<file path="src/include/soc_defs.svh">
// ----------------------------------------
// widths, memory map and RAM depth of the SoC bus
// include wherever a width or an address window is needed
// ----------------------------------------
`ifndef SOC_DEFS_SVH
`define SOC_DEFS_SVH

// bus widths
`define SOC_ADDR_W 32
`define SOC_DATA_W 64
`define SOC_BE_W   8

// scratch RAM standing in for DRAM, 8-byte words
`define SOC_RAM_BASE  32'h8000_0000
`define SOC_RAM_WORDS 256

// CLINT window of 64 KiB
`define SOC_CLINT_BASE 32'h0200_0000
`define SOC_CLINT_SIZE 32'h0001_0000

`endif

</file>
<file path="src/design/soc_bus_pkg.sv">
// ----------------------------------------
// types shared by the system bus, the arbiter and the address decoder
// ----------------------------------------
package soc_bus_pkg;

  // access direction
  typedef enum logic {
    BUS_READ  = 1'b0,
    BUS_WRITE = 1'b1
  } bus_op_e;

  // target picked by the address decoder
  typedef enum logic [1:0] {
    SEL_CLINT = 2'd0,
    SEL_RAM   = 2'd1,
    SEL_NONE  = 2'd2
  } slave_sel_e;

  // bus masters
  typedef enum logic {
    MST_CORE  = 1'b0,
    MST_DEBUG = 1'b1
  } master_sel_e;

  // arbiter FSM
  typedef enum logic [1:0] {
    IDLE    = 2'd0,
    BUSY    = 2'd1,
    RELEASE = 2'd2
  } arb_state_e;

endpackage

</file>
<file path="src/design/soc_clint_pkg.sv">
// ----------------------------------------
// CLINT register map, offsets relative to the CLINT base
// ----------------------------------------
package soc_clint_pkg;

  typedef enum logic [1:0] {
    REG_MSIP     = 2'd0,
    REG_MTIMECMP = 2'd1,
    REG_MTIME    = 2'd2,
    REG_NONE     = 2'd3
  } clint_reg_e;

  // single hart, so one msip and one mtimecmp
  localparam logic [15:0] CLINT_MSIP_OFS     = 16'h0000;
  localparam logic [15:0] CLINT_MTIMECMP_OFS = 16'h4000;
  localparam logic [15:0] CLINT_MTIME_OFS    = 16'hBFF8;

endpackage

</file>
<file path="src/design/soc_bus_if.sv">
// ----------------------------------------
// four-phase req/ack system bus
// master drives the request side, slave answers with ack, rdata and err
// ----------------------------------------
`include "soc_defs.svh"

interface soc_bus_if;

  // request side, stable while req is high
  logic                   req;
  soc_bus_pkg::bus_op_e   op;
  logic [`SOC_ADDR_W-1:0] addr;
  logic [`SOC_DATA_W-1:0] wdata;
  logic [`SOC_BE_W-1:0]   be;

  // response side, valid while ack is high
  logic                   ack;
  logic [`SOC_DATA_W-1:0] rdata;
  logic                   err;

  modport master (output req, op, addr, wdata, be, input ack, rdata, err);
  modport slave (input req, op, addr, wdata, be, output ack, rdata, err);

endinterface

</file>
<file path="src/design/clint_timer.sv">
// ----------------------------------------
// CLINT with msip, mtimecmp and mtime for a single hart
// mtime counts on sys_clk, irq and ipi go straight to the core
// ----------------------------------------
`include "soc_defs.svh"

module clint_timer (
  input  logic     sys_clk_i,
  input  logic     rst_n_i,
  soc_bus_if.slave s_bus,
  output logic     timer_irq_o,
  output logic     ipi_o
);

  logic [`SOC_DATA_W-1:0]    mtime_q;
  logic [`SOC_DATA_W-1:0]    mtimecmp_q;
  logic                      msip_q;
  logic                      ack_q;
  logic [`SOC_DATA_W-1:0]    rdata_q;
  logic                      access;
  logic [15:0]               ofs;
  soc_clint_pkg::clint_reg_e reg_sel;

  // one access per handshake, on the first cycle req is seen
  assign access = s_bus.req && !ack_q;

  // ----------------------------------------
  // register decode
  // ----------------------------------------
  // 8-byte aligned offset inside the window
  assign ofs = {s_bus.addr[15:3], 3'b000};

  always_comb begin
    case (ofs)
      soc_clint_pkg::CLINT_MSIP_OFS:     reg_sel = soc_clint_pkg::REG_MSIP;
      soc_clint_pkg::CLINT_MTIMECMP_OFS: reg_sel = soc_clint_pkg::REG_MTIMECMP;
      soc_clint_pkg::CLINT_MTIME_OFS:    reg_sel = soc_clint_pkg::REG_MTIME;
      default:                           reg_sel = soc_clint_pkg::REG_NONE;
    endcase
  end

  // ----------------------------------------
  // timer and registers
  // ----------------------------------------
  always_ff @(posedge sys_clk_i or negedge rst_n_i) begin
    if (!rst_n_i) begin
      ack_q      <= 1'b0;
      mtime_q    <= '0;
      mtimecmp_q <= '1;
      msip_q     <= 1'b0;
    end else begin
      ack_q   <= s_bus.req;
      mtime_q <= mtime_q + 1'b1;
      if (access && (s_bus.op == soc_bus_pkg::BUS_WRITE)) begin
        case (reg_sel)
          soc_clint_pkg::REG_MSIP: begin
            if (s_bus.be[0]) begin
              msip_q <= s_bus.wdata[0];
            end
          end
          soc_clint_pkg::REG_MTIMECMP: begin
            for (int i = 0; i < `SOC_BE_W; i++) begin
              if (s_bus.be[i]) begin
                mtimecmp_q[i*8 +: 8] <= s_bus.wdata[i*8 +: 8];
              end
            end
          end
          // mtime is read-only
          default: ;
        endcase
      end
    end
  end

  // read data captured with the access
  always_ff @(posedge sys_clk_i) begin
    if (access) begin
      case (reg_sel)
        soc_clint_pkg::REG_MSIP:     rdata_q <= {{(`SOC_DATA_W-1){1'b0}}, msip_q};
        soc_clint_pkg::REG_MTIMECMP: rdata_q <= mtimecmp_q;
        soc_clint_pkg::REG_MTIME:    rdata_q <= mtime_q;
        default:                     rdata_q <= '0;
      endcase
    end
  end

  assign s_bus.ack   = ack_q;
  assign s_bus.rdata = rdata_q;
  assign s_bus.err   = 1'b0;

  assign timer_irq_o = (mtime_q >= mtimecmp_q);
  assign ipi_o       = msip_q;

endmodule

</file>
<file path="src/flat_wrapper.sv">
// flat-port wrapper written by rule: the top's interface ports become plain ports
module clint_timer_flat 
  (sys_clk_i, rst_n_i, timer_irq_o, ipi_o, s_bus_req, s_bus_op, s_bus_addr, s_bus_wdata, s_bus_be, s_bus_ack, s_bus_rdata, s_bus_err);
  soc_bus_if s_bus_i ();
  input  logic sys_clk_i;
  input  logic rst_n_i;
  output logic timer_irq_o;
  output logic ipi_o;
  input wire logic [$bits(s_bus_i.req)-1:0] s_bus_req;
  input wire logic [$bits(s_bus_i.op)-1:0] s_bus_op;
  input wire logic [$bits(s_bus_i.addr)-1:0] s_bus_addr;
  input wire logic [$bits(s_bus_i.wdata)-1:0] s_bus_wdata;
  input wire logic [$bits(s_bus_i.be)-1:0] s_bus_be;
  output wire logic [$bits(s_bus_i.ack)-1:0] s_bus_ack;
  output wire logic [$bits(s_bus_i.rdata)-1:0] s_bus_rdata;
  output wire logic [$bits(s_bus_i.err)-1:0] s_bus_err;
  assign s_bus_i.req = s_bus_req;
  assign s_bus_i.op = s_bus_op;
  assign s_bus_i.addr = s_bus_addr;
  assign s_bus_i.wdata = s_bus_wdata;
  assign s_bus_i.be = s_bus_be;
  assign s_bus_ack = s_bus_i.ack;
  assign s_bus_rdata = s_bus_i.rdata;
  assign s_bus_err = s_bus_i.err;
  clint_timer u_core (.sys_clk_i(sys_clk_i), .rst_n_i(rst_n_i), .s_bus(s_bus_i), .timer_irq_o(timer_irq_o), .ipi_o(ipi_o));
endmodule
</file>
<file path="config.mk">
export PLATFORM = sky130hd
export DESIGN_NAME = clint_timer_flat
export DESIGN_NICKNAME = d
export VERILOG_FILES = /design/src/design/soc_bus_pkg.sv /design/src/design/soc_clint_pkg.sv /design/src/design/soc_bus_if.sv /design/src/design/clint_timer.sv /design/src/flat_wrapper.sv
export VERILOG_INCLUDE_DIRS = /design/src /design/src/include
export SDC_FILE = /design/constraint.sdc
export NUM_CORES = 1
export LEC_CHECK = 0
export ABC_AREA = 1
export BUFFER_PORTS_ARGS = -buffer_cell sky130_fd_sc_hd__buf_2
export CORE_MARGIN = 3
export CORE_UTILIZATION = 62
export CTS_BUF_LIST = sky130_fd_sc_hd__clkbuf_8 sky130_fd_sc_hd__clkbuf_16
export CTS_CLUSTER_DIAMETER = 50
export CTS_CLUSTER_SIZE = 25
export DETAILED_ROUTE_END_ITERATION = 7
export GPL_TIMING_DRIVEN = 0
export PLACE_DENSITY = 0.86
export SLEW_MARGIN = 20
export SYNTH_ARGS = -nofsm -noshare
export SYNTH_HDL_FRONTEND = slang
export SYNTH_SLANG_ARGS = --single-unit
</file>
<file path="constraint.sdc">
create_clock -name sys_clk_i -period 8.7 [get_ports sys_clk_i]
set_input_delay 0.87 -clock sys_clk_i [delete_from_list [all_inputs] [get_ports sys_clk_i]]
set_output_delay 0.87 -clock sys_clk_i [all_outputs]
set_load 0.01 [all_outputs]
</file>
[Yosys cells after proc, flatten, opt, wreduce, memory -nomap -nowiden]
Index checks and enable logic that the tools add are counted.
Word-level totals
  bits of input ports: 108
  register bits after elaboration: 194
  output and inout bits: 68
Cells by class
  equal/unequal tests: 4
  add/sub/neg operators: 1
  multiplexer cells: 2
  reductions and logical operators: 14
  $lt $le $gt $ge: 1
Operators with widths (number)
  $pmux W64 S3: 1
  $add A64 B1 Y64 const B: 1
  $ge A64 B64 Y1: 1
  $reduce_and A3 Y1: 9
  $logic_not A16 Y1: 1
  $eq A13 B12 Y1 const B: 1
  $eq A13 B13 Y1 const B: 1
  $pmux W2 S3: 1
  $eq A2 B1 Y1 const B: 1
  $eq A2 B2 Y1 const B: 1
  $logic_and A1 B1 Y1: 2
  $logic_not A2 Y1: 1
  $logic_not A1 Y1: 1

[Logic depth before layout (Yosys ltp)]
  depth in word-level cells: 4
  depth in mapped cells: 15
  gate-level depth less buffers: 15

[Worst setup path before layout]
Ideal clock, no wire load.
  kind: input to register
  from: input port s_bus_req
  to: register u_core.mtimecmp_q[13]
  slack: 3869 ps
  path buffers: 1
  stages on the path: 8
  arrival: 4755 ps
  setup time: 76 ps
  data required time: 8624 ps
  cell sequence: inv_1 nor2_1 nand2_1 inv_2 nand3_4 buf_6 nand2_1 o21ai_2
Between the ends
  longest elaborated chain between the ends: 3
RTL lines
  from (decl): line flat_wrapper.sv:9  | input wire logic [$bits(s_bus_i.req)-1:0] s_bus_req;
  $logic_and A1 B1 Y1: line clint_timer.sv:25  | assign access = s_bus.req && !ack_q;
  via u_core.access: line clint_timer.sv:20  | logic access;
  $logic_and A1 B1 Y1: line clint_timer.sv:54  | if (access && (s_bus.op == soc_bus_pkg::BUS_WRITE)) begin
  $reduce_and A3 Y1 (no line)
  to (signal, indexed assignment): line clint_timer.sv:64  | mtimecmp_q[i*8 +: 8] <= s_bus.wdata[i*8 +: 8];
  to (decl): line clint_timer.sv:16  | logic [`SOC_DATA_W-1:0] mtimecmp_q;
The timed path passes the listed nets, and every way through them passes these cells.
A chain may end at the register's enable or synchronous reset.

[Worst setup path in the final report]
  from: register u_core.mtimecmp_q[15]
  to: output port timer_irq_o
Between the ends
  longest elaborated chain between the ends: 1
RTL lines
  $ge A64 B64 Y1: line clint_timer.sv:91  | assign timer_irq_o = (mtime_q >= mtimecmp_q);
  to (decl): line flat_wrapper.sv:7  | output logic timer_irq_o;
No other way between the ends.

==> results.json <==
{
  "timing.rr.start": "u_core.mtime_q[9]",
  "wl_per_cell_um": 18.8,
  "io_buffers": 155,
  "postRouteAntennaNets": 0,
  "htreeDepth": 4,
  "synthFlopType": "dfrtp_1",
  "grt_max_degree": 68,
  "cp.arrival_ns": 2.53,
  "timing.final.crit_period_ns": 3.40,
  "hold_path.class": "primary input to asynchronous set/reset pin",
  "status": "finished clean",
  "yosysMostFrequentCell": "nand2_1",
  "drive_gt1_share_pct": 25.5,
  "rsz0062_at_grt": "no",
  "synth_cells": 1216,
  "nets": 1566,
  "ir_drop_mv": 0.142,
  "r2r_cells": 6,
  "fmax_mhz": 294,
  "num_vias": 9248,
  "drv_cap": 0,
  "firstDrtPassIters": 8,
  "ys_ff_latch": 194,
  "antenna_found_initial": 0,
  "clk_pin_slew_ns": 0.08,
  "num_antenna_cells": 0,
  "die_area_sq_mm": 0.0193,
  "grt_pass1_vias": 9297,
  "postCtsResizedCells": 0,
  "multi_input_area_sq_mm": 0.00470,
  "setup_violations": 0,
  "nFillCells": 1247,
  "grt_use_total_pct": 32.0,
  "numCtsBuffers": 17,
  "rows": 47,
  "critPathCaptureType": "primary output",
  "cts_setup_buffers": 0,
  "syn2layout_area_growth_pct": 15.7,
  "overflow": 0,
  "drc_errors": 0,
  "worstPathRequired_ns": 7.83,
  "synth-edff-count": 64,
  "ys_seq_area_share_pct": 48.0,
  "fin_tns_setup_ns": 0,
  "fin_worst_skew_ns": 0.0154,
  "num_io_pins": 176,
  "syn_area_sq_mm": 0.0110,
  "grt_pass1_wl_mm": 48.3,
  "synth_area_leaders": "edfxtp_1, dfstp_2, dfrtp_1",
  "cts_tree": "built",
  "area.sequential_sq_mm": 0.00526,
  "hold_viol": 0,
  "synthDistinctLibCells": 40,
  "async_reset_ff_share_pct": 67.0,
  "drt-initial-drc-count": 857,
  "clkLatencyLatePin_ns": 0.46,
  "slew_headroom_pct": 31.4,
  "synthTopCellsByCount": "nand2_1, inv_1, nor2_1, dfrtp_1, ha_1",
  "core_area_sq_mm": 0.0169,
  "synth_nets": 1389,
  "rrSetupSlack_ns": 6.48,
  "holdWs_ns": 0.352,
  "power_leakage_nw": 5.56,
  "clock-root-buffer": "clkbuf_16",
  "worstReg2RegEnd": "u_core.mtime_q[52]",
  "powerDensity_mw_per_mm2": 144,
  "place_congestion": 0.980,
  "clockBufferDepth": 2,
  "cts_hold_buf": 0,
  "yosysWarnings": 0,
  "viasPerCell": 5.69,
  "tightest_slew_ns": 1.03,
  "wirelength_mm": 30.6,
  "cp_max_fo": 3,
  "die_h_um": 139,
  "cts_sinks": 194,
  "criticalPathCategory": "register to primary output",
  "critPathLaunchType": "register",
  "dp_hpwl_mm": 22.7,
  "synth.largest_area_cell": "edfxtp_1",
  "finalCritPeriodShare_pct": 39.0,
  "synth_top_area_share_pct": 17.5,
  "syn_avg_cell_area_sq_um": 9.01,
  "drv_slew": 0,
  "die_w_um": 139,
  "start_util_pct": 64.7
}
stage by stage:
stage / cell area (sq um) / setup WS (ns) / total power [W] / util [%] / instances
after global placement: 12000 / 2.19 / 0.00104 / 70.9 / 1591
after floorplan: 11000 / 3.87 / 0.000995 / - / 1216
after detailed placement: 12100 / 5.83 / 0.00105 / 71.4 / 1594
after CTS: 12700 / 5.35 / 0.00183 / 74.9 / 1626
after global routing: 12700 / 5.19 / 0.00187 / 74.9 / 1626
final: 12700 / 5.30 / 0.00183 / 74.9 / 1626
final cells by class:
cell class	instances	share of cell area (%)
multi-input cells	774	37.0
repair buffers	158	6.73
clock buffers	19	3.66
plain buffers	23	1.33
clock inverters	13	0.967
flip-flops and latches	194	41.4
well taps	220	2.17
inverters	225	6.66
critical path, cell delays in order, from the launching register on:
cell     delay (ns)
dfstp_2        0.53
inv_1          0.05
ha_1           0.31
nand4_1        0.14
nor2_1         0.19
nand3_1        0.18
nor2_1         0.16
nor2_1         0.07
nand2_1        0.13
nand2_1        0.08
nand2_1        0.09
buf_2          0.14
state kept, by name (all words and copies together), names as in the netlist:
signal,count
u_core.s_bus.ack,1
u_core.s_bus.rdata,64
u_core.mtimecmp_q,64
u_core.ipi_o,1
u_core.mtime_q,64
per-layer routing:
layer  part of all wire, %  GRT usage (%)  up-vias  wire length, um
li1                      -              -     4309                -
met1                    40           40.9     4400            12100
met2                    47           52.3      445            14400
met3                   9.6           8.52       94             2940
met4                   3.5           12.7        0             1070
met5                     0              0        -                0
where the power goes:
part           internal, W  leakage (nW)  switching (W)
clock network     0.000424         0.292       0.000377
registers         0.000952          2.18     0.00000244
logic            0.0000270          3.08      0.0000447
total              0.00140          5.56       0.000425
kinds of logic after synthesis:
kind of cell / after synthesis / synth area share, %
compound gates: 166 / 10.1
xor+xnor: 57 / 4.56
fa+ha+maj: 65 / 7.42
buf+inv: 248 / 9.25
flops: 194 / 48.0
other cells: 1 / 0.0342
simple gates: 485 / 20.7
how the worst max path moves through the flow:
stage,start,endpoint,slack [ns],cells after the start
floorplan,s_bus_req,u_core.mtimecmp_q[13],3.87,8
global placement,s_bus_req,u_core.mtimecmp_q[61],2.19,9
detailed placement,u_core.mtimecmp_q[59],timer_irq_o,5.83,13
CTS,u_core.mtimecmp_q[59],timer_irq_o,5.35,13
global route,u_core.mtimecmp_q[59],timer_irq_o,5.19,11
finish,u_core.mtimecmp_q[15],timer_irq_o,5.30,11
layout by cell type (no fill, tap or decap), drive strengths merged, types with 2 or more instances in the layout:
cell type	synthesis	final
edfxtp	64	64
dfstp	64	64
a21oi	26	26
o21ai	89	89
xnor2	3	3
xor2	54	54
or2	2	2
nand2	242	242
nor2	105	105
nand3	65	65
clkbuf	11	30
o22ai	48	48
ha	65	65
inv	225	231
dfrtp	66	66
buf	12	170
nand3b	6	6
nor3	39	39
nand4	18	18
nor4	5	5
a21o	2	2
clkinv	0	5
No activity file was read; power rests on OpenSTA's default activity.
