## src/include/soc_defs.svh

```systemverilog
// ----------------------------------------
// widths, memory map and RAM depth of the SoC bus
// include wherever a width or an address window is needed
// ----------------------------------------
`ifndef SOC_DEFS_SVH
`define SOC_DEFS_SVH

// bus widths
`define SOC_ADDR_W 32
`define SOC_DATA_W 64
`define SOC_BE_W   8

// scratch RAM standing in for DRAM, 8-byte words
`define SOC_RAM_BASE  32'h8000_0000
`define SOC_RAM_WORDS 256

// CLINT window of 64 KiB
`define SOC_CLINT_BASE 32'h0200_0000
`define SOC_CLINT_SIZE 32'h0001_0000

`endif

```

## src/design/soc_bus_pkg.sv

```systemverilog
// ----------------------------------------
// types shared by the system bus, the arbiter and the address decoder
// ----------------------------------------
package soc_bus_pkg;

  // access direction
  typedef enum logic {
    BUS_READ  = 1'b0,
    BUS_WRITE = 1'b1
  } bus_op_e;

  // target picked by the address decoder
  typedef enum logic [1:0] {
    SEL_CLINT = 2'd0,
    SEL_RAM   = 2'd1,
    SEL_NONE  = 2'd2
  } slave_sel_e;

  // bus masters
  typedef enum logic {
    MST_CORE  = 1'b0,
    MST_DEBUG = 1'b1
  } master_sel_e;

  // arbiter FSM
  typedef enum logic [1:0] {
    IDLE    = 2'd0,
    BUSY    = 2'd1,
    RELEASE = 2'd2
  } arb_state_e;

endpackage

```

## src/design/soc_bus_if.sv

```systemverilog
// ----------------------------------------
// four-phase req/ack system bus
// master drives the request side, slave answers with ack, rdata and err
// ----------------------------------------
`include "soc_defs.svh"

interface soc_bus_if;

  // request side, stable while req is high
  logic                   req;
  soc_bus_pkg::bus_op_e   op;
  logic [`SOC_ADDR_W-1:0] addr;
  logic [`SOC_DATA_W-1:0] wdata;
  logic [`SOC_BE_W-1:0]   be;

  // response side, valid while ack is high
  logic                   ack;
  logic [`SOC_DATA_W-1:0] rdata;
  logic                   err;

  modport master (output req, op, addr, wdata, be, input ack, rdata, err);
  modport slave (input req, op, addr, wdata, be, output ack, rdata, err);

endinterface

```

## src/design/addr_decoder.sv

```systemverilog
// ----------------------------------------
// address decoder, routes the granted access to the CLINT or the RAM
// unmapped addresses get a local error response
// ----------------------------------------
`include "soc_defs.svh"

module addr_decoder (
  soc_bus_if.slave  s_bus,
  soc_bus_if.master clint_bus,
  soc_bus_if.master ram_bus,
  input  logic      sys_clk_i,
  input  logic      rst_n_i
);

  localparam logic [`SOC_ADDR_W-1:0] RAM_SIZE = `SOC_RAM_WORDS * `SOC_BE_W;

  logic [`SOC_ADDR_W-1:0]  clint_ofs;
  logic [`SOC_ADDR_W-1:0]  ram_ofs;
  soc_bus_pkg::slave_sel_e sel;
  logic                    err_ack_q;

  // window compare, wraps below the base so one unsigned test is enough
  assign clint_ofs = s_bus.addr - `SOC_CLINT_BASE;
  assign ram_ofs   = s_bus.addr - `SOC_RAM_BASE;

  always_comb begin
    if (clint_ofs < `SOC_CLINT_SIZE) begin
      sel = soc_bus_pkg::SEL_CLINT;
    end else if (ram_ofs < RAM_SIZE) begin
      sel = soc_bus_pkg::SEL_RAM;
    end else begin
      sel = soc_bus_pkg::SEL_NONE;
    end
  end

  // req only to the selected target, payload to both
  assign clint_bus.req   = s_bus.req && (sel == soc_bus_pkg::SEL_CLINT);
  assign clint_bus.op    = s_bus.op;
  assign clint_bus.addr  = s_bus.addr;
  assign clint_bus.wdata = s_bus.wdata;
  assign clint_bus.be    = s_bus.be;
  assign ram_bus.req     = s_bus.req && (sel == soc_bus_pkg::SEL_RAM);
  assign ram_bus.op      = s_bus.op;
  assign ram_bus.addr    = s_bus.addr;
  assign ram_bus.wdata   = s_bus.wdata;
  assign ram_bus.be      = s_bus.be;

  // error handshake, ack one cycle after req and drop one cycle after it
  always_ff @(posedge sys_clk_i or negedge rst_n_i) begin
    if (!rst_n_i) begin
      err_ack_q <= 1'b0;
    end else begin
      err_ack_q <= s_bus.req && (sel == soc_bus_pkg::SEL_NONE);
    end
  end

  // response return path
  // keyed on ack so a payload change in phase 4 cannot reroute it
  assign s_bus.ack   = clint_bus.ack | ram_bus.ack | err_ack_q;
  assign s_bus.err   = err_ack_q | (clint_bus.ack & clint_bus.err) | (ram_bus.ack & ram_bus.err);
  assign s_bus.rdata = ({`SOC_DATA_W{clint_bus.ack}} & clint_bus.rdata)
                     | ({`SOC_DATA_W{ram_bus.ack}} & ram_bus.rdata);

endmodule

```

## src/flat_wrapper.sv

```systemverilog
// flat-port wrapper written by rule: the top's interface ports become plain ports
module addr_decoder_flat 
  (sys_clk_i, rst_n_i, s_bus_req, s_bus_op, s_bus_addr, s_bus_wdata, s_bus_be, s_bus_ack, s_bus_rdata, s_bus_err, clint_bus_req, clint_bus_op, clint_bus_addr, clint_bus_wdata, clint_bus_be, clint_bus_ack, clint_bus_rdata, clint_bus_err, ram_bus_req, ram_bus_op, ram_bus_addr, ram_bus_wdata, ram_bus_be, ram_bus_ack, ram_bus_rdata, ram_bus_err);
  soc_bus_if s_bus_i ();
  soc_bus_if clint_bus_i ();
  soc_bus_if ram_bus_i ();
  input  logic sys_clk_i;
  input  logic rst_n_i;
  input wire logic [$bits(s_bus_i.req)-1:0] s_bus_req;
  input wire logic [$bits(s_bus_i.op)-1:0] s_bus_op;
  input wire logic [$bits(s_bus_i.addr)-1:0] s_bus_addr;
  input wire logic [$bits(s_bus_i.wdata)-1:0] s_bus_wdata;
  input wire logic [$bits(s_bus_i.be)-1:0] s_bus_be;
  output wire logic [$bits(s_bus_i.ack)-1:0] s_bus_ack;
  output wire logic [$bits(s_bus_i.rdata)-1:0] s_bus_rdata;
  output wire logic [$bits(s_bus_i.err)-1:0] s_bus_err;
  output wire logic [$bits(clint_bus_i.req)-1:0] clint_bus_req;
  output wire logic [$bits(clint_bus_i.op)-1:0] clint_bus_op;
  output wire logic [$bits(clint_bus_i.addr)-1:0] clint_bus_addr;
  output wire logic [$bits(clint_bus_i.wdata)-1:0] clint_bus_wdata;
  output wire logic [$bits(clint_bus_i.be)-1:0] clint_bus_be;
  input wire logic [$bits(clint_bus_i.ack)-1:0] clint_bus_ack;
  input wire logic [$bits(clint_bus_i.rdata)-1:0] clint_bus_rdata;
  input wire logic [$bits(clint_bus_i.err)-1:0] clint_bus_err;
  output wire logic [$bits(ram_bus_i.req)-1:0] ram_bus_req;
  output wire logic [$bits(ram_bus_i.op)-1:0] ram_bus_op;
  output wire logic [$bits(ram_bus_i.addr)-1:0] ram_bus_addr;
  output wire logic [$bits(ram_bus_i.wdata)-1:0] ram_bus_wdata;
  output wire logic [$bits(ram_bus_i.be)-1:0] ram_bus_be;
  input wire logic [$bits(ram_bus_i.ack)-1:0] ram_bus_ack;
  input wire logic [$bits(ram_bus_i.rdata)-1:0] ram_bus_rdata;
  input wire logic [$bits(ram_bus_i.err)-1:0] ram_bus_err;
  assign s_bus_i.req = s_bus_req;
  assign s_bus_i.op = s_bus_op;
  assign s_bus_i.addr = s_bus_addr;
  assign s_bus_i.wdata = s_bus_wdata;
  assign s_bus_i.be = s_bus_be;
  assign s_bus_ack = s_bus_i.ack;
  assign s_bus_rdata = s_bus_i.rdata;
  assign s_bus_err = s_bus_i.err;
  assign clint_bus_req = clint_bus_i.req;
  assign clint_bus_op = clint_bus_i.op;
  assign clint_bus_addr = clint_bus_i.addr;
  assign clint_bus_wdata = clint_bus_i.wdata;
  assign clint_bus_be = clint_bus_i.be;
  assign clint_bus_i.ack = clint_bus_ack;
  assign clint_bus_i.rdata = clint_bus_rdata;
  assign clint_bus_i.err = clint_bus_err;
  assign ram_bus_req = ram_bus_i.req;
  assign ram_bus_op = ram_bus_i.op;
  assign ram_bus_addr = ram_bus_i.addr;
  assign ram_bus_wdata = ram_bus_i.wdata;
  assign ram_bus_be = ram_bus_i.be;
  assign ram_bus_i.ack = ram_bus_ack;
  assign ram_bus_i.rdata = ram_bus_rdata;
  assign ram_bus_i.err = ram_bus_err;
  addr_decoder u_core (.s_bus(s_bus_i), .clint_bus(clint_bus_i), .ram_bus(ram_bus_i), .sys_clk_i(sys_clk_i), .rst_n_i(rst_n_i));
endmodule
```

## config.mk

```make
export PLATFORM = sky130hd
export DESIGN_NAME = addr_decoder_flat
export DESIGN_NICKNAME = d
export VERILOG_FILES = /design/src/design/soc_bus_pkg.sv /design/src/design/soc_bus_if.sv /design/src/design/addr_decoder.sv /design/src/flat_wrapper.sv
export VERILOG_INCLUDE_DIRS = /design/src /design/src/include
export SDC_FILE = /design/constraint.sdc
export NUM_CORES = 1
export LEC_CHECK = 0
export BUFFER_PORTS_ARGS = -buffer_cell sky130_fd_sc_hd__buf_4
export CORE_AREA = 4 4 197 199
export CTS_BUF_LIST = sky130_fd_sc_hd__clkbuf_16
export CTS_CLUSTER_SIZE = 24
export DETAILED_ROUTE_END_ITERATION = 8
export DIE_AREA = 0 0 201 203
export GPL_ROUTABILITY_DRIVEN = 0
export GPL_TIMING_DRIVEN = 0
export SETUP_SLACK_MARGIN = 0.1
export SLEW_MARGIN = 20
export SYNTH_ARGS = -nofsm -noshare
export SYNTH_HDL_FRONTEND = slang
export SYNTH_SLANG_ARGS = --single-unit
export TNS_END_PERCENT = 10
```

## constraint.sdc

```tcl
create_clock -name sys_clk_i -period 2.3 [get_ports sys_clk_i]
set_input_delay 0.345 -clock sys_clk_i [delete_from_list [all_inputs] [get_ports sys_clk_i]]
set_output_delay 0.345 -clock sys_clk_i [all_outputs]
set_load 0.005 [all_outputs]
```

[Word-level counts from Yosys, hierarchy flattened]
Cells that the tools add are included.
Cells by class
  mux-type cells: 2
  add/sub/neg operators: 2
  bitwise operators: 9
  equality and inequality tests: 2
  reductions and logical operators: 4
  order comparisons: 2
Operators with widths (number)
  AND 64 bit: 2
  bitwise OR 64 bit: 1
  < comparator 32 x 12 -> 1 bit (second input constant): 1
  < comparator 32 x 17 -> 1 bit (second input constant): 1
  subtractor 32 x 26 -> 32 bit (second input constant): 1
  subtractor 32 bit (second input constant): 1
  two-way mux 2 bit: 2
  bitwise OR 1 bit: 4
  logical AND 1 bit: 3
  AND 1 bit: 2
  == test 2 x 1 -> 1 bit (second input constant): 1
  == test 2 bit (second input constant): 1
  zero test 2 bit: 1
Storage, ports and cells
  input port bits: 240
  bits in registers: 1
  word-level logic and storage cells: 22

[Depth between registers and ports, before layout]
  depth after elaboration: 6
  mapped depth: 5
  gate-level depth less buffers: 5

[Worst setup path after synthesis]
Ideal clock, no wire load.
  kind: input-to-output
  from: input s_bus_addr[30]
  to: output clint_bus_req
  required time: 1.955 ns
  slack: 0.917 ns
  arrival: 1.038 ns
  path buffers: 0
  stages: 3
  cell sequence: nor4_4 nand4_1 nor4_2
On the way
  word-level cells in the longest chain between the ends: 6
Ends and longest elaborated chain
  start: declaration: line flat_wrapper.sv:11  | input wire logic [$bits(s_bus_i.addr)-1:0] s_bus_addr;
  subtractor 32 bit (no line)
  < comparator 32 x 12 -> 1 bit: line addr_decoder.sv:29  | end else if (ram_ofs < RAM_SIZE) begin
  two-way mux 2 bit: line addr_decoder.sv:29
  two-way mux 2 bit (*): line addr_decoder.sv:27  | if (clint_ofs < `SOC_CLINT_SIZE) begin
  zero test 2 bit (*): line addr_decoder.sv:37  | assign clint_bus.req = s_bus.req && (sel == soc_bus_pkg::SEL_CLINT);
  logical AND 1 bit (*): line addr_decoder.sv:37
  end: declaration: line flat_wrapper.sv:17  | output wire logic [$bits(clint_bus_i.req)-1:0] clint_bus_req;
Mark *: on every way between the ends. The rest lies on a longest branch, timed or not.

[Final worst setup path]
  from: input s_bus_addr[24]
  to: output clint_bus_req
The elaborated chain is that of the path after synthesis.

==> results.sh <==
export IMPL_design_area_sq_um=6240
export IMPL_finalPower_mw=1.17
export IMPL_final_min_period_over_clock_period=0.866
export IMPL_cp_arrival_ns=1.65
export IMPL_post_place_ws_ns=0.134
export IMPL_crit_path_end_kind="output port"
export IMPL_status="completed"
export IMPL_postCtsHoldBufs=0
export IMPL_crit_required_ns=1.96
export IMPL_cp_max_fo=3
export IMPL_seqCellArea_sq_um=25.0
export IMPL_vias_per_cell=2.83
export IMPL_synth_ff_type="dfrtp_1"
export IMPL_synth_most_common_cell="buf_4"
export IMPL_synth_cell_type_count=18
export IMPL_clkTransAtPathRegs_ns=0
export IMPL_fin_crit_ns=1.99
export IMPL_hold_violations=0
export IMPL_yosysWarnings=0
export IMPL_ys_seq_area_frac=0.0104
export IMPL_finalWorstSetupSlack_ns=0.308
export IMPL_top_register="u_core.err_ack_q"
export IMPL_ir_worst_vdd_mv=0.0572
export IMPL_power_density_nw_per_um2=187
export IMPL_drv_slew=0
export IMPL_synth_fp_nets=550
export IMPL_grt_start_max_net_pins=11
export IMPL_yosys_area_top_type="buf_4"
export IMPL_die_w_microns=201
export IMPL_synth_edf_count=0
export IMPL_reg_top3="u_core.err_ack_q (1)"
export IMPL_overflow=0
export IMPL_synth_common_cells="buf_4 (210), a22o_1 (65), buf_2 (10), clkbuf_1 (4)"
export IMPL_ioPinCount=518
export IMPL_core_area_sq_um=37200
export IMPL_synth_largest_type_area_fraction=0.656
export IMPL_wl_per_cell_microns=13.3
export IMPL_syn_to_final_growth_pct=160
export IMPL_leakagePower_nw=3.45
export IMPL_maxCapViolations=0
export IMPL_timing_fmax_mhz=502
export IMPL_timing_hold_ws_ns=0.122
export IMPL_dr_first_iter_drc_count=90
export IMPL_track_usage=0.0667
export IMPL_ant_nets=0
export IMPL_fin_setup_tns_ns=0
export IMPL_fp_dieH_microns=203
export IMPL_fin_util=0.168
export IMPL_nets=984
export IMPL_drive_gt1_frac=0.885
export IMPL_multi_input_area_sq_um=731
export IMPL_tightest_slew_ns=0.491
export IMPL_crit_type="primary input to output port"
export IMPL_routed_wl_mm=16.1
export IMPL_stdcell_count=1216
export IMPL_async_reset_ff_frac=1.00
export IMPL_postPlaceCellArea_sq_um=6230
export IMPL_maxSlewHeadroom=0.673
export IMPL_num_vias=3444
export IMPL_synth_area_top_cells="buf_4 (66%), a22o_1 (24%), nor4_4 (2.7%)"
export IMPL_ys_ff_latch=1
export IMPL_start_util=0.0646
export IMPL_portBuffers=431
export IMPL_antenna_found_initial=1
export IMPL_fp_row_count=71
export IMPL_hp_class="primary input to async pin"
export IMPL_drc=0
export IMPL_rsz0062_at_grt="no"
export IMPL_synthCells=309
export IMPL_dp_hpwl_mm=14.9
export IMPL_n_fill_cell=4182
export IMPL_netlist_area_sq_um=2400
export IMPL_first_pass_iters=4
export IMPL_placedCellCount=1214
export IMPL_largest_reg_flops=1
export IMPL_avgSynthCellArea_sq_um=7.78
export IMPL_first_global_vias=3494
export IMPL_die_area_sq_um=40800
export IMPL_cp_start_kind="primary input"
export IMPL_grt_pass1_wl_mm=21.6
export IMPL_setup_violations=0
## worst paths after layout
kind | from | slack [ns] | to
worst max-delay path | s_bus_addr[24] | 0.31 | clint_bus_req
max in group asynchronous | rst_n_i | 2.09 | u_core.err_ack_q
min in group sys_clk_i | s_bus_req | 0.71 | u_core.err_ack_q
worst min-delay path | rst_n_i | 0.12 | u_core.err_ack_q
## placed cells by master (no fill, tap or decap)
cell type / count
or3_1: 1
a221o_1: 1
nor4_4: 3
a22o_1: 65
clkbuf_1: 4
dfrtp_1: 1
nor2_1: 3
buf_2: 10
diode_2: 1
nor4_2: 1
buf_4: 642
o31a_1: 1
nand3_1: 1
xor2_1: 1
ha_1: 1
nor4_1: 1
inv_1: 2
nand2_1: 1
nand4_1: 2
## power breakdown
| group | internal (mW) | switching [mW] |
|---|---|---|
| Sequential | 0.0190 | 0.000412 |
| Combinational | 0.787 | 0.361 |
| Clock | 0.0000000553 | 0 |
## what timing repair did
action	in CTS	in global routing
buffers inserted	0	1
gates resized for setup	0	0
setup endpoints to repair	0	1
## worst max-delay path, stage by stage
cell and delay [ns]:
buf_4 0.13, nor4_4 0.45, nand4_1 0.13, buf_4 0.18, nor4_2 0.25, buf_4 0.15
## cell families after synthesis
family | Yosys count | synth area share
AO/OA/AOI/OAI | 67 | 0.245
XOR/XNOR | 1 | 0.00364
adder cells (fa/ha/maj) | 1 | 0.00520
buffers and inverters | 226 | 0.686
flip-flops | 1 | 0.0104
AND/OR/NAND/NOR | 13 | 0.0505
## per-layer routing
| metal | up-vias | GRT usage | wire, microns |
|---|---|---|---|
| li1 | 1722 | - | - |
| met5 | - | 0 | 0 |
| met4 | 0 | 0.00713 | 207 |
| met3 | 10 | 0.0137 | 1390 |
| met1 | 1478 | 0.0787 | 5960 |
| met2 | 234 | 0.128 | 8560 |
## layout make-up
cell class	count	area share
multi-input combinational	82	0.117
timing repair buffer	432	0.519
sequential	1	0.00401
inverter	2	0.00120
tap	474	0.0950
antenna	1	0.000401
buffer	224	0.263
Note: power is estimated with default switching activity, not from simulation.
