File: src/include/soc_defs.svh
// ----------------------------------------
// widths, memory map and RAM depth of the SoC bus
// include wherever a width or an address window is needed
// ----------------------------------------
`ifndef SOC_DEFS_SVH
`define SOC_DEFS_SVH

// bus widths
`define SOC_ADDR_W 32
`define SOC_DATA_W 64
`define SOC_BE_W   8

// scratch RAM standing in for DRAM, 8-byte words
`define SOC_RAM_BASE  32'h8000_0000
`define SOC_RAM_WORDS 256

// CLINT window of 64 KiB
`define SOC_CLINT_BASE 32'h0200_0000
`define SOC_CLINT_SIZE 32'h0001_0000

`endif

File: src/design/soc_bus_pkg.sv
// ----------------------------------------
// types shared by the system bus, the arbiter and the address decoder
// ----------------------------------------
package soc_bus_pkg;

  // access direction
  typedef enum logic {
    BUS_READ  = 1'b0,
    BUS_WRITE = 1'b1
  } bus_op_e;

  // target picked by the address decoder
  typedef enum logic [1:0] {
    SEL_CLINT = 2'd0,
    SEL_RAM   = 2'd1,
    SEL_NONE  = 2'd2
  } slave_sel_e;

  // bus masters
  typedef enum logic {
    MST_CORE  = 1'b0,
    MST_DEBUG = 1'b1
  } master_sel_e;

  // arbiter FSM
  typedef enum logic [1:0] {
    IDLE    = 2'd0,
    BUSY    = 2'd1,
    RELEASE = 2'd2
  } arb_state_e;

endpackage

File: src/design/soc_bus_if.sv
// ----------------------------------------
// four-phase req/ack system bus
// master drives the request side, slave answers with ack, rdata and err
// ----------------------------------------
`include "soc_defs.svh"

interface soc_bus_if;

  // request side, stable while req is high
  logic                   req;
  soc_bus_pkg::bus_op_e   op;
  logic [`SOC_ADDR_W-1:0] addr;
  logic [`SOC_DATA_W-1:0] wdata;
  logic [`SOC_BE_W-1:0]   be;

  // response side, valid while ack is high
  logic                   ack;
  logic [`SOC_DATA_W-1:0] rdata;
  logic                   err;

  modport master (output req, op, addr, wdata, be, input ack, rdata, err);
  modport slave (input req, op, addr, wdata, be, output ack, rdata, err);

endinterface

File: src/design/bus_arbiter.sv
// ----------------------------------------
// round-robin arbiter between the core and the debug master
// grant is registered, then req and ack pass straight through
// ----------------------------------------
`include "soc_defs.svh"

module bus_arbiter (
  input  logic                   sys_clk_i,
  input  logic                   rst_n_i,
  input  logic                   core_req_i,
  input  soc_bus_pkg::bus_op_e   core_op_i,
  input  logic [`SOC_ADDR_W-1:0] core_addr_i,
  input  logic [`SOC_DATA_W-1:0] core_wdata_i,
  input  logic [`SOC_BE_W-1:0]   core_be_i,
  output logic                   core_ack_o,
  output logic [`SOC_DATA_W-1:0] core_rdata_o,
  output logic                   core_err_o,
  input  logic                   dbg_req_i,
  input  soc_bus_pkg::bus_op_e   dbg_op_i,
  input  logic [`SOC_ADDR_W-1:0] dbg_addr_i,
  input  logic [`SOC_DATA_W-1:0] dbg_wdata_i,
  input  logic [`SOC_BE_W-1:0]   dbg_be_i,
  output logic                   dbg_ack_o,
  output logic [`SOC_DATA_W-1:0] dbg_rdata_o,
  output logic                   dbg_err_o,
  soc_bus_if.master              m_bus
);

  soc_bus_pkg::arb_state_e  state_q, state_d;
  // grant_q doubles as the last master served
  soc_bus_pkg::master_sel_e grant_q, grant_d;
  logic                     gnt_req;
  logic                     core_sel;
  logic                     dbg_sel;

  assign gnt_req  = (grant_q == soc_bus_pkg::MST_CORE) ? core_req_i : dbg_req_i;
  assign core_sel = (state_q != soc_bus_pkg::IDLE) && (grant_q == soc_bus_pkg::MST_CORE);
  assign dbg_sel  = (state_q != soc_bus_pkg::IDLE) && (grant_q == soc_bus_pkg::MST_DEBUG);

  // ----------------------------------------
  // grant FSM
  // ----------------------------------------
  always_comb begin
    state_d = state_q;
    grant_d = grant_q;
    case (state_q)
      soc_bus_pkg::IDLE: begin
        if (core_req_i && dbg_req_i) begin
          // tie goes to whoever was not served last
          grant_d = (grant_q == soc_bus_pkg::MST_CORE) ? soc_bus_pkg::MST_DEBUG
                                                       : soc_bus_pkg::MST_CORE;
          state_d = soc_bus_pkg::BUSY;
        end else if (core_req_i) begin
          grant_d = soc_bus_pkg::MST_CORE;
          state_d = soc_bus_pkg::BUSY;
        end else if (dbg_req_i) begin
          grant_d = soc_bus_pkg::MST_DEBUG;
          state_d = soc_bus_pkg::BUSY;
        end
      end
      soc_bus_pkg::BUSY: begin
        if (!gnt_req) begin
          state_d = m_bus.ack ? soc_bus_pkg::RELEASE : soc_bus_pkg::IDLE;
        end
      end
      soc_bus_pkg::RELEASE: begin
        // wait for the target to close phase 4
        if (!m_bus.ack) begin
          state_d = soc_bus_pkg::IDLE;
        end
      end
      default: state_d = soc_bus_pkg::IDLE;
    endcase
  end

  always_ff @(posedge sys_clk_i or negedge rst_n_i) begin
    if (!rst_n_i) begin
      state_q <= soc_bus_pkg::IDLE;
      grant_q <= soc_bus_pkg::MST_DEBUG;
    end else begin
      state_q <= state_d;
      grant_q <= grant_d;
    end
  end

  // forward the granted request
  assign m_bus.req   = (state_q == soc_bus_pkg::BUSY) && gnt_req;
  assign m_bus.op    = (grant_q == soc_bus_pkg::MST_CORE) ? core_op_i    : dbg_op_i;
  assign m_bus.addr  = (grant_q == soc_bus_pkg::MST_CORE) ? core_addr_i  : dbg_addr_i;
  assign m_bus.wdata = (grant_q == soc_bus_pkg::MST_CORE) ? core_wdata_i : dbg_wdata_i;
  assign m_bus.be    = (grant_q == soc_bus_pkg::MST_CORE) ? core_be_i    : dbg_be_i;

  // response only to the granted master
  assign core_ack_o   = core_sel && m_bus.ack;
  assign core_err_o   = core_sel && m_bus.err;
  assign core_rdata_o = core_sel ? m_bus.rdata : '0;
  assign dbg_ack_o    = dbg_sel && m_bus.ack;
  assign dbg_err_o    = dbg_sel && m_bus.err;
  assign dbg_rdata_o  = dbg_sel ? m_bus.rdata : '0;

endmodule

File: src/flat_wrapper.sv
// flat-port wrapper written by rule: the top's interface ports become plain ports
module bus_arbiter_flat 
  (sys_clk_i, rst_n_i, core_req_i, core_op_i, core_addr_i, core_wdata_i, core_be_i, core_ack_o, core_rdata_o, core_err_o, dbg_req_i, dbg_op_i, dbg_addr_i, dbg_wdata_i, dbg_be_i, dbg_ack_o, dbg_rdata_o, dbg_err_o, m_bus_req, m_bus_op, m_bus_addr, m_bus_wdata, m_bus_be, m_bus_ack, m_bus_rdata, m_bus_err);
  soc_bus_if m_bus_i ();
  input  logic sys_clk_i;
  input  logic rst_n_i;
  input  logic core_req_i;
  input  soc_bus_pkg::bus_op_e core_op_i;
  input  logic [`SOC_ADDR_W-1:0] core_addr_i;
  input  logic [`SOC_DATA_W-1:0] core_wdata_i;
  input  logic [`SOC_BE_W-1:0] core_be_i;
  output logic core_ack_o;
  output logic [`SOC_DATA_W-1:0] core_rdata_o;
  output logic core_err_o;
  input  logic dbg_req_i;
  input  soc_bus_pkg::bus_op_e dbg_op_i;
  input  logic [`SOC_ADDR_W-1:0] dbg_addr_i;
  input  logic [`SOC_DATA_W-1:0] dbg_wdata_i;
  input  logic [`SOC_BE_W-1:0] dbg_be_i;
  output logic dbg_ack_o;
  output logic [`SOC_DATA_W-1:0] dbg_rdata_o;
  output logic dbg_err_o;
  output wire logic [$bits(m_bus_i.req)-1:0] m_bus_req;
  output wire logic [$bits(m_bus_i.op)-1:0] m_bus_op;
  output wire logic [$bits(m_bus_i.addr)-1:0] m_bus_addr;
  output wire logic [$bits(m_bus_i.wdata)-1:0] m_bus_wdata;
  output wire logic [$bits(m_bus_i.be)-1:0] m_bus_be;
  input wire logic [$bits(m_bus_i.ack)-1:0] m_bus_ack;
  input wire logic [$bits(m_bus_i.rdata)-1:0] m_bus_rdata;
  input wire logic [$bits(m_bus_i.err)-1:0] m_bus_err;
  assign m_bus_req = m_bus_i.req;
  assign m_bus_op = m_bus_i.op;
  assign m_bus_addr = m_bus_i.addr;
  assign m_bus_wdata = m_bus_i.wdata;
  assign m_bus_be = m_bus_i.be;
  assign m_bus_i.ack = m_bus_ack;
  assign m_bus_i.rdata = m_bus_rdata;
  assign m_bus_i.err = m_bus_err;
  bus_arbiter u_core (.sys_clk_i(sys_clk_i), .rst_n_i(rst_n_i), .core_req_i(core_req_i), .core_op_i(core_op_i), .core_addr_i(core_addr_i), .core_wdata_i(core_wdata_i), .core_be_i(core_be_i), .core_ack_o(core_ack_o), .core_rdata_o(core_rdata_o), .core_err_o(core_err_o), .dbg_req_i(dbg_req_i), .dbg_op_i(dbg_op_i), .dbg_addr_i(dbg_addr_i), .dbg_wdata_i(dbg_wdata_i), .dbg_be_i(dbg_be_i), .dbg_ack_o(dbg_ack_o), .dbg_rdata_o(dbg_rdata_o), .dbg_err_o(dbg_err_o), .m_bus(m_bus_i));
endmodule
File: config.mk
export PLATFORM = sky130hd
export DESIGN_NAME = bus_arbiter_flat
export DESIGN_NICKNAME = d
export VERILOG_FILES = /design/src/design/soc_bus_pkg.sv /design/src/design/soc_bus_if.sv /design/src/design/bus_arbiter.sv /design/src/flat_wrapper.sv
export VERILOG_INCLUDE_DIRS = /design/src /design/src/include
export SDC_FILE = /design/constraint.sdc
export NUM_CORES = 1
export LEC_CHECK = 0
export BUFFER_PORTS_ARGS = -buffer_cell sky130_fd_sc_hd__buf_2
export CAP_MARGIN = 30
export CORE_AREA = 5 5 198 200
export DETAILED_ROUTE_END_ITERATION = 8
export DIE_AREA = 0 0 203 205
export HOLD_SLACK_MARGIN = 0.06
export REMOVE_ABC_BUFFERS = 1
export SETUP_SLACK_MARGIN = 0.15
export SLEW_MARGIN = 20
export SYNTH_ARGS = -nofsm -noshare
export SYNTH_HDL_FRONTEND = slang
export SYNTH_SLANG_ARGS = --single-unit
File: constraint.sdc
create_clock -name sys_clk_i -period 1.7 [get_ports sys_clk_i]
set_input_delay 0.17 -clock sys_clk_i [delete_from_list [all_inputs] [get_ports sys_clk_i]]
set_output_delay 0.17 -clock sys_clk_i [all_outputs]
set_load 0.005 [all_outputs]
=== Yosys cells after proc, flatten, opt, wreduce, memory -nomap -nowiden ===
Cells that the tools add are included.

* Bits in registers: 3
* Logic and storage cells: 39

* Equality and inequality tests: 5
* Muxes and demuxes: 18
* Bitwise gates (word level): 1
* Reduce and logical (&&, ||, !) cells: 13

{| class="wikitable"
|+ Operator list
! operator !! number
|-
| $mux 64 || 3
|-
| $mux 32 || 1
|-
| $mux 2 || 6
|-
| $logic_and 1x1->1 || 8
|-
| $mux 8 || 1
|-
| $mux 1 || 6
|-
| $pmux 2 s3 || 1
|-
| $ne 2x2->1 const B || 2
|-
| $ne 4x3->1 const B || 1
|-
| $reduce_and 3->1 || 1
|-
| $reduce_bool 3->1 || 1
|-
| $eq 2x1->1 const B || 1
|-
| $eq 2x2->1 const B || 1
|-
| $logic_not 2->1 || 1
|-
| $reduce_and 2->1 || 1
|-
| $reduce_bool 2->1 || 1
|-
| $not 1->1 || 1
|}

=== Longest topological paths before layout ===
* Word-level depth: 4
* Depth in mapped cells: 4
* Gate-level depth less buffers: 2

=== Worst setup path after synthesis ===
Ideal clock, no wire load.

* Path type: reg2out
* From: reg u_core.grant_q
* To: out m_bus_addr[0]
* Arrival: 1.169 ns
* Slack: 0.361 ns
* Stages on the path, launching flop included: 4
* Path buffers: 2
* Path through: dfstp_2 > buf_6 > buf_6 > mux2_2

* Cells in the longest elaborated chain, start to end: 1

{| class="wikitable"
|+ Ends and longest elaborated chain
! element !! RTL line !! text
|-
| from (decl) || bus_arbiter.sv:31 || <nowiki>soc_bus_pkg::master_sel_e grant_q, grant_d;</nowiki>
|-
| from (signal assigned) || bus_arbiter.sv:79 || <nowiki>grant_q <= soc_bus_pkg::MST_DEBUG;</nowiki>
|-
| from (signal assigned) || bus_arbiter.sv:82 || <nowiki>grant_q <= grant_d;</nowiki>
|-
| $mux 32 || bus_arbiter.sv:89 || <nowiki>assign m_bus.addr = (grant_q == soc_bus_pkg::MST_CORE) ? core_addr_i : dbg_addr_i;</nowiki>
|-
| to (decl) || flat_wrapper.sv:25 || <nowiki>output wire logic [$bits(m_bus_i.addr)-1:0] m_bus_addr;</nowiki>
|}

Every way passes these cells.

=== Worst setup path in the final report ===
* From: reg u_core.grant_q
* To: out m_bus_wdata[5]

* Cells in the longest elaborated chain, start to end: 1

{| class="wikitable"
|+ Ends and longest elaborated chain
! element !! RTL line !! text
|-
| $mux 64 || bus_arbiter.sv:90 || <nowiki>assign m_bus.wdata = (grant_q == soc_bus_pkg::MST_CORE) ? core_wdata_i : dbg_wdata_i;</nowiki>
|-
| to (decl) || flat_wrapper.sv:26 || <nowiki>output wire logic [$bits(m_bus_i.wdata)-1:0] m_bus_wdata;</nowiki>
|}

Every way passes these cells.

==> impl_metrics.ini <==
[sta]
worst_pin_slew_ns = 0.273
fmax_mhz = 517
timing.final.ws_setup_ns = -0.235
grt_setup_unrepaired = true
slew_viol_final = 0
finalSetupViolations = 238
report.final.hold_viol_count = 0
slew_headroom = 0.818
timing.final.crit_share = 1.14
fin_worst_skew_ns = 0.00143
fin_crit_ns = 1.93

[layout]
fillers = 4023
post-route-util = 0.218
multi_input_comb_area_um2 = 2710
seq_area_um2 = 80.1
areaGrowthSynthToFinish_pct = 224
nNetsFinal = 1112
layout-drive-gt1-share = 0.942
fin_area_um2 = 8120

[floorplanning]
die_height_um = 205
num_rows = 71
core_area_um2 = 37200
io_pins = 518
die_area_um2 = 41600
die_x_um = 203
start_util = 0.0673

[critical_path]
cp.arrival_ns = 1.76
crit_type = reg2out
cp.depth = 5
slowest_stage = dfstp_4
crit_family = flip-flops
crit_path_end_kind = output port
crit_fanout = 7
path_cells = buf_12, buf_16, clkbuf_16, mux2_2, buf_2
slowest_delay_ns = 0.64
startpoint_type = flip-flop
worst-path-buf-inv = 4
rr_worst_depth = 7
critical_path_required_ns = 1.53

[clock_network]
h-tree-depth = 1
cts_root_buf = clkbuf_16
cts_tree = built
clock_sinks = 3
clkSlewWorstSetupHoldPaths_ns = 0.03
cts_buffers = 3
clock_latency_ns = 0.22
cts_buffer_depth = 2

[placed_design]
numPortBuffers = 517
dp_hpwl_um = 23100
place_congestion = 0.978
place_area_um2 = 5610

[yosys]
ys.flop_type = dfrtp_1
synth_cell_types = 23
synth_mux_area_frac = 0.476
synth_top_family_by_area = multiplexers
synth-seq-cells = 3
synth.cell_area_um2 = 2500
synth-compound-area-share = 0.0205
yosysSeqAreaShare = 0.0305
synth.avg_cell_area_um2 = 8.95
synthTopCellsByArea = mux2_2 47%, and2_1 28%, buf_6 9.0%
yosys_warnings = 0
synth_top_area_frac = 0.472
synth-simple-area-share = 0.367
synth_fa_ha_area_frac = 0
synth_async_sr_flop_share = 1.00
synth_top_area_cell = mux2_2
synth_edf_count = 0
synth_cells = 280
netlist_top_cells_count = 114 x and2_1, 105 x mux2_2, 20 x buf_6
synth-xor-area-share = 0
yosysMostFrequentCell = and2_1

[global_routing]
overflow = 0
grt_pass1_vias = 4754
grt_pass1_wl_um = 36000
antenna_found_initial = 6
groute.usage.overall = 0.123
grt_max_degree = 19

[routing]
vias = 4652
ant_nets = 0
wl_um = 29800
firstDrtPassIters = 4
via_per_inst = 3.56
route.detailed.drc = 0
drt-initial-drc-count = 192
wire_per_inst_um = 22.8

[worst_hold_path]
hold_class = in2reg
holdPathStages = 3

[power_and_ir_drop]
powerDensity_nw_per_um2 = 1500
power_leakage_nw = 4.35
total_power_mw = 12.2
irDropWorstVdd_v = 0.000702

[outcome]
outcome = complete, but fails checks
failed_checks = setup timing

[run]
maxCapViolCount = 0
[metrics by stage]
step / setup TNS [ns] / hold WS [ns] / worst slack (ns) / cells
after CTS: -39.09 / 0.220 / -0.226 / 1294
final: -37.51 / 0.247 / -0.235 / 1306
after global placement: -0.116 / -0.0239 / -0.0393 / 1259
after floorplan: -221.39 / -0.126 / -1.34 / 254
after global routing: -45.90 / 0.259 / -0.269 / 1306
after detailed placement: -0.204 / -0.0246 / -0.0581 / 1259
[layout by cell type (no fill, tap or decap), types with 2 or more instances in the layout]
cell type / instances
buf_2: 360
buf_6: 160
and2_4: 95
mux2_4: 84
and2_1: 37
mux2_2: 21
buf_12: 16
buf_16: 12
clkbuf_16: 9
buf_4: 9
buf_8: 7
bufbuf_16: 2
dfrtp_1: 2
[layer usage]
metal / wire length (µm) / part of all wire / vias to the layer above / GRT usage
met5: 34 / 0.0011 / - / 0
met4: 1390 / 0.047 / 6 / 0.0429
met3: 2440 / 0.082 / 55 / 0.0244
met2: 15900 / 0.53 / 381 / 0.247
met1: 9990 / 0.34 / 2159 / 0.125
li1: - / - / 2051 / -
[cell families after synthesis]
| logic type | count (synthesis) |
|---|---|
| flip-flops | 3 |
| multiplexers | 106 |
| AND/OR/NAND/NOR | 138 |
| AO/OA/AOI/OAI | 6 |
| buffers and inverters | 27 |
[report_power, final]
group,switching (mW),total [mW],internal (mW)
sequential,0.0644,0.184,0.119
clock,0.0618,0.371,0.309
combinational,4.30,11.6,7.32
[flip-flops by register name, summed over array words and instances (netlist names)]
name            cells
u_core.state_q      2
u_core.grant_q      1
[area by class of cell]
cell class	instances	share of cell area
diodes	1	0.000308
clock buffers	4	0.00971
inverters	1	0.000462
multi-input cells	250	0.333
flip-flops and latches	3	0.00987
well taps	474	0.0731
repair buffers	573	0.573
[worst min-delay path, delay by kind of cell]
| kind | cells | cell delay (ns) |
|---|---|---|
| buffers and inverters | 2 | 0.19 |
| AO/OA/AOI/OAI | 1 | 0.06 |
[repair_timing]
action                                  in CTS  in global routing
gates resized for setup                    165                213
gates cloned                                14                  6
endpoints found under the setup margin     238                240
endpoints found under the hold margin        3                  0
setup buffers                               16                  5
pin swaps                                    1                 85
hold buffers                                 1                  0
[final timing paths]
check | startpoint | slack, ns | end
worst max-delay path | u_core.grant_q | -0.23 | m_bus_wdata[5]
worst min-delay path | dbg_req_i | 0.25 | u_core.state_q[0]
worst max register to register | u_core.grant_q | 0.08 | u_core.grant_q
worst min register to register | u_core.state_q[1] | 0.59 | u_core.state_q[0]
max in group asynchronous | rst_n_i | 1.19 | u_core.grant_q
min in group asynchronous | rst_n_i | 0.31 | u_core.state_q[1]
Power figures use the tool's default switching activity.
